## config.mk

```make
export PLATFORM = sky130hd
export DESIGN_NAME = uart_accel_top
export DESIGN_NICKNAME = d
export VERILOG_FILES = /design/src/rtl/uart_pkg.sv /design/src/rtl/byte_accum.sv /design/src/rtl/uart_accel_top.sv /design/src/rtl/uart_rx.sv /design/src/rtl/uart_tx.sv
export SDC_FILE = /design/constraint.sdc
export NUM_CORES = 1
export LEC_CHECK = 0
export ABC_CLOCK_PERIOD_IN_PS = 2100
export BUFFER_PORTS_ARGS = -buffer_cell sky130_fd_sc_hd__clkbuf_2
export CAP_MARGIN = 10
export CORE_MARGIN = 10
export CORE_UTILIZATION = 30
export DETAILED_ROUTE_END_ITERATION = 10
export SYNTH_ARGS = -nofsm -noshare
export SYNTH_HDL_FRONTEND = slang
export SYNTH_SLANG_ARGS = --single-unit
```

## constraint.sdc

```tcl
create_clock -name clk_50mhz -period 2.1 [get_ports clk_50mhz]
set_input_delay 0.42 -clock clk_50mhz [delete_from_list [all_inputs] [get_ports clk_50mhz]]
set_output_delay 0.42 -clock clk_50mhz [all_outputs]
set_load 0.005 [all_outputs]
```

## src/rtl/uart_pkg.sv

```systemverilog
/*
 * uart_pkg
 * shared serial frame constants, counter types and the payload
 * structs passed between receiver, compute block and transmitter
 */
package uart_pkg;

	// line timing at clk_50mhz, about 96 kbaud
	localparam int CLKS_PER_BIT = 521;
	// centre of the start bit, counted from its falling edge
	localparam int HALF_BIT = CLKS_PER_BIT / 2;

	// frame layout: start, data LSB first, even parity, stop
	localparam int DATA_BITS = 8;
	localparam int FRAME_BITS = DATA_BITS + 3;

	// counter widths
	localparam int BAUD_W = $clog2(CLKS_PER_BIT);
	localparam int RX_BIT_W = $clog2(DATA_BITS);
	localparam int TX_BIT_W = $clog2(FRAME_BITS);

	// baud counter, wide enough for one full bit time
	typedef logic [BAUD_W-1:0] baud_cnt_t;

	// data bit index inside the receiver
	typedef logic [RX_BIT_W-1:0] rx_bit_cnt_t;

	// frame bit index inside the transmitter
	typedef logic [TX_BIT_W-1:0] tx_bit_cnt_t;

	// received frame as offered by the receiver
	// error flags travel with the data, the consumer decides what to do
	typedef struct packed {
		logic [DATA_BITS-1:0] data;
		logic                 parity_err;
		logic                 stop_err;
	} rx_frame_t;

	// byte handed to the transmitter
	typedef struct packed {
		logic [DATA_BITS-1:0] data;
	} tx_byte_t;

endpackage

```

## src/rtl/byte_accum.sv

```systemverilog
/*
 * byte_accum
 * compute stand-in for the core: adds each good received byte to a
 * running 8-bit sum and asks the transmitter to send the new sum;
 * bad frames only bump a saturating error counter
 */
`timescale 1ns/1ps
module byte_accum (
	input  logic                clk_50mhz,
	input  logic                rst,
	input  logic                rx_req,
	output logic                rx_ack,
	input  uart_pkg::rx_frame_t rx_frame,
	output logic                tx_req,
	input  logic                tx_ack,
	output uart_pkg::tx_byte_t  tx_byte,
	output logic [7:0]          err_count
);

	logic [uart_pkg::DATA_BITS-1:0] sum;
	logic                           accept;
	logic                           good;

	// take a frame only when the tx channel is fully closed,
	// otherwise ack is held back and the receiver waits
	assign accept = rx_req && !rx_ack && !tx_req && !tx_ack;

	// both checks must pass for the byte to count
	assign good = !rx_frame.parity_err && !rx_frame.stop_err;

	always_ff @(posedge clk_50mhz) begin
		if (rst) begin
			rx_ack    <= 1'b0;
			tx_req    <= 1'b0;
			sum       <= '0;
			err_count <= '0;
		end else begin
			// rx side handshake
			if (accept) begin
				rx_ack <= 1'b1;
			end else if (!rx_req && rx_ack) begin
				rx_ack <= 1'b0;
			end

			// good byte: new sum, wraps mod 256, and request a reply
			if (accept && good) begin
				sum    <= sum + rx_frame.data;
				tx_req <= 1'b1;
			end else if (tx_req && tx_ack) begin
				tx_req <= 1'b0;
			end

			// bad frame: sum untouched, count it
			if (accept && !good && err_count != 8'hff) begin
				err_count <= err_count + 1'b1;
			end
		end
	end

	// sum cannot change while tx_req is high, so it is the payload
	assign tx_byte.data = sum;

endmodule

```

## src/rtl/uart_accel_top.sv

```systemverilog
/*
 * uart_accel_top
 * serial compute subsystem: receiver, running-sum block and
 * transmitter joined by two four-phase req/ack channels
 */
`timescale 1ns/1ps
module uart_accel_top (
	input  logic       clk_50mhz,
	input  logic       rst,
	input  logic       rx,
	output logic       tx,
	output logic [7:0] err_count
);

	// rx to accum channel
	logic                rx_req;
	logic                rx_ack;
	uart_pkg::rx_frame_t rx_frame;

	// accum to tx channel
	logic               tx_req;
	logic               tx_ack;
	uart_pkg::tx_byte_t tx_byte;

	uart_rx u_rx (
		.clk_50mhz (clk_50mhz),
		.rst       (rst),
		.rx        (rx),
		.rx_req    (rx_req),
		.rx_ack    (rx_ack),
		.rx_frame  (rx_frame)
	);

	byte_accum u_accum (
		.clk_50mhz (clk_50mhz),
		.rst       (rst),
		.rx_req    (rx_req),
		.rx_ack    (rx_ack),
		.rx_frame  (rx_frame),
		.tx_req    (tx_req),
		.tx_ack    (tx_ack),
		.tx_byte   (tx_byte),
		.err_count (err_count)
	);

	uart_tx u_tx (
		.clk_50mhz (clk_50mhz),
		.rst       (rst),
		.tx_req    (tx_req),
		.tx_ack    (tx_ack),
		.tx_byte   (tx_byte),
		.tx        (tx)
	);

endmodule

```

## src/rtl/uart_rx.sv

```systemverilog
/*
 * uart_rx
 * serial receiver for frames of one start bit, eight data bits
 * LSB first, even parity and one stop bit; samples every bit at
 * its centre and offers the checked frame on a four-phase req/ack
 */
`timescale 1ns/1ps
module uart_rx (
	input  logic                clk_50mhz,
	input  logic                rst,
	input  logic                rx,
	output logic                rx_req,
	input  logic                rx_ack,
	output uart_pkg::rx_frame_t rx_frame
);

	typedef enum logic [2:0] {
		s_idle,
		s_start,
		s_data,
		s_parity,
		s_stop,
		s_offer
	} rx_state_t;

	rx_state_t                     state;
	logic                          rx_meta;
	logic                          rx_sync;
	uart_pkg::baud_cnt_t           baud_cnt;
	uart_pkg::rx_bit_cnt_t         bit_cnt;
	logic                          half_end;
	logic                          bit_end;
	logic [uart_pkg::DATA_BITS-1:0] data_sr;
	logic                          parity_err;
	logic                          stop_err;

	// two-flop synchronizer, line idles high
	always_ff @(posedge clk_50mhz) begin
		if (rst) begin
			rx_meta <= 1'b1;
			rx_sync <= 1'b1;
		end else begin
			rx_meta <= rx;
			rx_sync <= rx_meta;
		end
	end

	// centre of start bit, then one full bit time to each following centre
	assign half_end = (baud_cnt == uart_pkg::baud_cnt_t'(uart_pkg::HALF_BIT - 1));
	assign bit_end  = (baud_cnt == uart_pkg::baud_cnt_t'(uart_pkg::CLKS_PER_BIT - 1));

	// frame FSM
	always_ff @(posedge clk_50mhz) begin
		if (rst) begin
			state    <= s_idle;
			baud_cnt <= '0;
			bit_cnt  <= '0;
			rx_req   <= 1'b0;
		end else begin
			case (state)
				s_idle: begin
					baud_cnt <= '0;
					// falling edge marks a possible start bit
					if (!rx_sync) begin
						state <= s_start;
					end
				end
				s_start: begin
					if (half_end) begin
						baud_cnt <= '0;
						bit_cnt  <= '0;
						// line back high at the centre, just a glitch
						state    <= rx_sync ? s_idle : s_data;
					end else begin
						baud_cnt <= baud_cnt + 1'b1;
					end
				end
				s_data: begin
					if (bit_end) begin
						baud_cnt <= '0;
						bit_cnt  <= bit_cnt + 1'b1;
						if (bit_cnt == uart_pkg::rx_bit_cnt_t'(uart_pkg::DATA_BITS - 1)) begin
							state <= s_parity;
						end
					end else begin
						baud_cnt <= baud_cnt + 1'b1;
					end
				end
				s_parity: begin
					if (bit_end) begin
						baud_cnt <= '0;
						state    <= s_stop;
					end else begin
						baud_cnt <= baud_cnt + 1'b1;
					end
				end
				s_stop: begin
					if (bit_end) begin
						baud_cnt <= '0;
						// offer the frame right after the stop sample
						rx_req   <= 1'b1;
						state    <= s_offer;
					end else begin
						baud_cnt <= baud_cnt + 1'b1;
					end
				end
				s_offer: begin
					// drop req once ack is seen, then wait for ack low
					// before hunting for the next start bit
					if (rx_req && rx_ack) begin
						rx_req <= 1'b0;
					end else if (!rx_req && !rx_ack) begin
						state <= s_idle;
					end
				end
				default: state <= s_idle;
			endcase
		end
	end

	// payload capture, held while the frame is offered
	always_ff @(posedge clk_50mhz) begin
		if (state == s_data && bit_end) begin
			// LSB arrives first, shift in from the top
			data_sr <= {rx_sync, data_sr[uart_pkg::DATA_BITS-1:1]};
		end
		if (state == s_parity && bit_end) begin
			// even parity: data xor parity bit must be zero
			parity_err <= rx_sync ^ (^data_sr);
		end
		if (state == s_stop && bit_end) begin
			stop_err <= ~rx_sync;
		end
	end

	assign rx_frame.data       = data_sr;
	assign rx_frame.parity_err = parity_err;
	assign rx_frame.stop_err   = stop_err;

endmodule

```

## src/rtl/uart_tx.sv

```systemverilog
/*
 * uart_tx
 * serializer that takes a byte over a four-phase req/ack and sends
 * it as start bit, data LSB first, even parity and stop bit
 */
`timescale 1ns/1ps
module uart_tx (
	input  logic               clk_50mhz,
	input  logic               rst,
	input  logic               tx_req,
	output logic               tx_ack,
	input  uart_pkg::tx_byte_t tx_byte,
	output logic               tx
);

	typedef enum logic {
		s_idle,
		s_send
	} tx_state_t;

	tx_state_t                       state;
	uart_pkg::baud_cnt_t             baud_cnt;
	uart_pkg::tx_bit_cnt_t           bit_cnt;
	logic [uart_pkg::FRAME_BITS-1:0] shift_q;
	logic                            load;
	logic                            bit_end;

	// new request only while idle and the previous handshake is closed
	assign load    = (state == s_idle) && tx_req && !tx_ack;
	assign bit_end = (baud_cnt == uart_pkg::baud_cnt_t'(uart_pkg::CLKS_PER_BIT - 1));

	always_ff @(posedge clk_50mhz) begin
		if (rst) begin
			state    <= s_idle;
			tx_ack   <= 1'b0;
			tx       <= 1'b1;
			baud_cnt <= '0;
			bit_cnt  <= '0;
		end else begin
			// ack rises with the load, falls one cycle after req drops
			if (load) begin
				tx_ack <= 1'b1;
			end else if (!tx_req && tx_ack) begin
				tx_ack <= 1'b0;
			end

			// registered line, start bit appears the edge after load
			tx <= (state == s_send) ? shift_q[0] : 1'b1;

			case (state)
				s_idle: begin
					if (load) begin
						baud_cnt <= '0;
						bit_cnt  <= '0;
						state    <= s_send;
					end
				end
				s_send: begin
					if (bit_end) begin
						baud_cnt <= '0;
						bit_cnt  <= bit_cnt + 1'b1;
						// stop bit done
						if (bit_cnt == uart_pkg::tx_bit_cnt_t'(uart_pkg::FRAME_BITS - 1)) begin
							state <= s_idle;
						end
					end else begin
						baud_cnt <= baud_cnt + 1'b1;
					end
				end
				default: state <= s_idle;
			endcase
		end
	end

	// frame shift register, bit 0 is the one on the line
	always_ff @(posedge clk_50mhz) begin
		if (load) begin
			// stop, even parity, data, start
			shift_q <= {1'b1, ^tx_byte.data, tx_byte.data, 1'b0};
		end else if (state == s_send && bit_end) begin
			// fill with idle level behind the frame
			shift_q <= {1'b1, shift_q[uart_pkg::FRAME_BITS-1:1]};
		end
	end

endmodule
```

==> impl_metrics.yaml <==
run_status:
  status: "finished, final reports clean"
floorplan:
  core_area_sq_mm: 0.0121
  fp-row-count: 40
  die_w_um: 131
  initial_core_util_pct: 30.8
  die_area_sq_mm: 0.0172
  ios: 12
  die_h_um: 131
sta:
  fin_tns_setup_ns: 0
  finalHoldViolCount: 0
  period_minus_slack_ns: 2.07
  finalSetupViolCount: 0
  holdWs_ns: 0.263
  skew_ns: 0.00541
  timing.slew.headroom_pct: 64.4
  drv_slew: 0
  tightest_slew_ns: 0.533
  fin_crit_sh_pct: 98.6
  grt_setup_unrepaired: "yes"
  fmaxAchievable_ghz: 0.483
routing:
  firstDrtPassIters: 4
  post-route-drc-count: 0
  ant_nets: 0
  route.vias.total: 3033
  viasPerCell: 5.00
  drt-initial-drc-count: 124
  wire_per_inst_um: 13.2
  totalWireLength_um: 8010
setup_path:
  crit_buf_inv: 0
  cp_top_family: "simple AND/OR/NAND/NOR gates"
  cp_slowest_stage_delay_ns: 0.53
  reg2reg_to: "u_accum.tx_byte[7]"
  path_cells: "or4b_4 > or3_4 > or4_4 > a21o_1 > a21oi_2"
  timing.rr.start: "u_tx.tx_ack"
  arrival_ns: 2.34
  setup.worst_path.start_class: "flop"
  required_ns: 2.37
  crit_type: "reg2reg"
  crit_cells: 5
  worst-r2r-setup-slack_ns: 0.03
  rr_worst_depth: 5
  crit_slowest_cell: "or4b_4"
  crit_fanout: 4
  cp-end-kind: "flop"
final_layout:
  drive_gt1_share_pct: 20.3
  diodes: 0
  nets: 454
  finish.instance_area_sq_mm: 0.00459
  syn2layout_area_growth_pct: 23.6
clocking:
  postCtsHoldBufs: 0
  clk_pin_slew_ns: 0.06
  cts_buffer_depth: 2
  cts-buffers-inserted: 9
  clk_latency_ns: 0.34
  cts_sinks: 74
  cts_root_buffer: "clkbuf_16"
  htree_levels: 3
  cts_tree: "done"
pwr:
  power_density_mw_per_mm2: 733
  static-leakage-power_nw: 1.71
  ir_drop_v: 0.000354
logic_synthesis:
  avgSynthCellArea_sq_um: 9.43
  synthDistinctLibCells: 58
  synth_compound_area_share_pct: 14.9
  yosys_warnings: 0
  ys_seq_area_share_pct: 45.0
  muxShareOfSynthArea_pct: 0.269
  synthCells: 394
  synth_fa_ha_area_share_pct: 5.93
  synthArstFlopShare_pct: 0
  synth_flop_cell: "dfxtp_1"
  synth_area_sq_mm: 0.00371
  synth_edf_count: 19
  synthSimpleGateAreaFrac_pct: 23.2
  synth_top_family_by_area: "simple AND/OR/NAND/NOR gates"
  mappedNetlistNets: 414
  synth-xor-area-share_pct: 7.78
  ys_ff_latch: 74
min_path:
  hold_start: "rx"
  worst_hold_path.endpoint: "u_rx.rx_meta"
  hold_path_class: "in2reg"
  holdPathStages: 2
placement:
  placed_area_sq_mm: 0.00418
  port_buffers: 11
  place_congestion: 0.793
  dp_hpwl_um: 5860
flow_run:
  drv_cap: 0
global_route:
  grt_usage_pct: 9.45
  grt_pass1_wl_um: 13700
  antenna_found_initial: 0
  grt_overflow: 0
  grt_pass1_vias: 2899
  grt_max_degree: 23
-- where the power goes --
part	switching [mW]	total (mW)	internal [mW]
sequential	0.0132	1.47	1.46
combinational	0.0676	0.119	0.0516
clock	0.604	1.77	1.17
total	0.685	3.36	2.68
-- cells by family after synthesis --
| group | Yosys count |
|---|---|
| AND/OR/NAND/NOR | 161 |
| AO/OA/AOI/OAI | 81 |
| flip-flops | 74 |
| XOR/XNOR | 33 |
| buffers and inverters | 27 |
| adder cells (fa/ha/maj) | 17 |
| multiplexers | 1 |
-- registers in the layout, summed over array words and instances, names as in the netlist, 4 cells and up --
signal             count
u_accum.err_count      8
u_tx.baud_cnt         10
u_accum.tx_byte        8
u_tx.shift_q          10
u_rx.data_sr           8
u_rx.baud_cnt         10
u_tx.bit_cnt           4
-- metrics by stage --
stage                     power (mW)  setup WS (ns)  cells  util (%)
final                           3.36         0.0304    607      38.1
after global placement          1.61         0.0333    589      34.7
after floorplan                 1.58        -0.0768    394         -
after detailed placement        1.61       -0.00604    589      34.7
after CTS                       3.40        0.00683    605      37.6
after global routing            3.50        -0.0292    607      38.1
-- synthesized netlist by cell type, types with 2 or more instances --
cell type / number / share of area (%)
o211ai_1: 3 / 0.61
nand2_1: 34 / 3.4
a311oi_1: 6 / 1.4
nand4b_1: 3 / 0.71
nand3_1: 19 / 2.6
nor2_1: 36 / 3.6
o21ai_0: 14 / 1.9
a22o_1: 8 / 1.9
clkbuf_1: 15 / 1.5
a211oi_1: 5 / 1.0
dfxtp_1: 55 / 30
nand4_1: 9 / 1.5
and3_1: 6 / 1.0
or3_1: 6 / 1.0
buf_1: 2 / 0.20
inv_1: 9 / 0.91
o31ai_1: 3 / 0.61
xor2_1: 16 / 3.8
and4_1: 5 / 1.2
o32ai_1: 2 / 0.47
or3b_2: 2 / 0.47
ha_1: 16 / 5.4
nand3b_1: 3 / 0.61
o2111ai_1: 2 / 0.47
nor2b_1: 6 / 1.0
edfxtp_1: 19 / 15
or2_2: 8 / 1.3
a21o_1: 3 / 0.61
nor3_1: 6 / 0.81
a21oi_1: 22 / 3.0
and2_1: 2 / 0.34
or4_1: 2 / 0.40
xnor2_1: 17 / 4.0
nand2b_1: 6 / 1.0
-- worst register-to-register path, delay by kind of cell, from the launching register on --
| family | cells | cell delay (ns) |
|---|---|---|
| AO/OA/AOI/OAI | 2 | 0.30 |
| flip-flops | 1 | 0.32 |
| AND/OR/NAND/NOR | 3 | 1.39 |
-- per-layer routing --
| layer | share of wire (%) | GRT usage, % | wire, um | up-vias |
|---|---|---|---|---|
| met3 | 3.5 | 3.32 | 284 | 9 |
| met2 | 48 | 15.2 | 3870 | 42 |
| met1 | 47 | 11.4 | 3740 | 1462 |
| met4 | 1.4 | 3.34 | 109 | 0 |
| met5 | 0 | 0 | 0 | - |
| li1 | - | - | - | 1520 |
-- placed cells by master, fill, tap and decap left out, types with 11 or more instances in the layout --
master and n:
xor2_1 16, nor2_1 36, ha_1 16, nand3_1 19, o21ai_0 14, dfxtp_1 54, nand2_1 33, clkbuf_2 11
xnor2_1 17, buf_4 35, edfxtp_1 19, a21oi_1 20
-- worst max path at each step --
| stage | startpoint | end | slack [ns] |
|---|---|---|---|
| after detailed placement | u_rx.baud_cnt[4] | u_rx.state[1] | -0.006 |
| after global placement | u_tx.tx_ack | u_accum.tx_byte[7] | 0.03 |
| final | u_tx.tx_ack | u_accum.tx_byte[7] | 0.03 |
| after CTS | u_tx.tx_ack | u_accum.tx_byte[7] | 0.007 |
| after global routing | u_rx.baud_cnt[0] | u_rx.state[0] | -0.03 |
| after floorplan | u_tx.tx_ack | u_accum.tx_byte[7] | -0.08 |
-- area by class of cell --
| type | instances | area [sq um] |
|---|---|---|
| multi-input combinational | 293 | 2000 |
| inverter | 9 | 33.8 |
| clock buffer | 10 | 229 |
| clock inverter | 6 | 113 |
| timing repair buffer | 47 | 338 |
| fill | 1224 | 7470 |
| tap | 168 | 210 |
| sequential | 74 | 1670 |
-- repair_timing --
action                                  4_1_cts  5_1_grt
resized for setup                             2       11
pin swaps                                     0        3
buffers inserted                              0        2
endpoints found under the setup margin        3       15
hold endpoints to repair                      0        0
No activity file was read; power rests on OpenSTA's default activity.
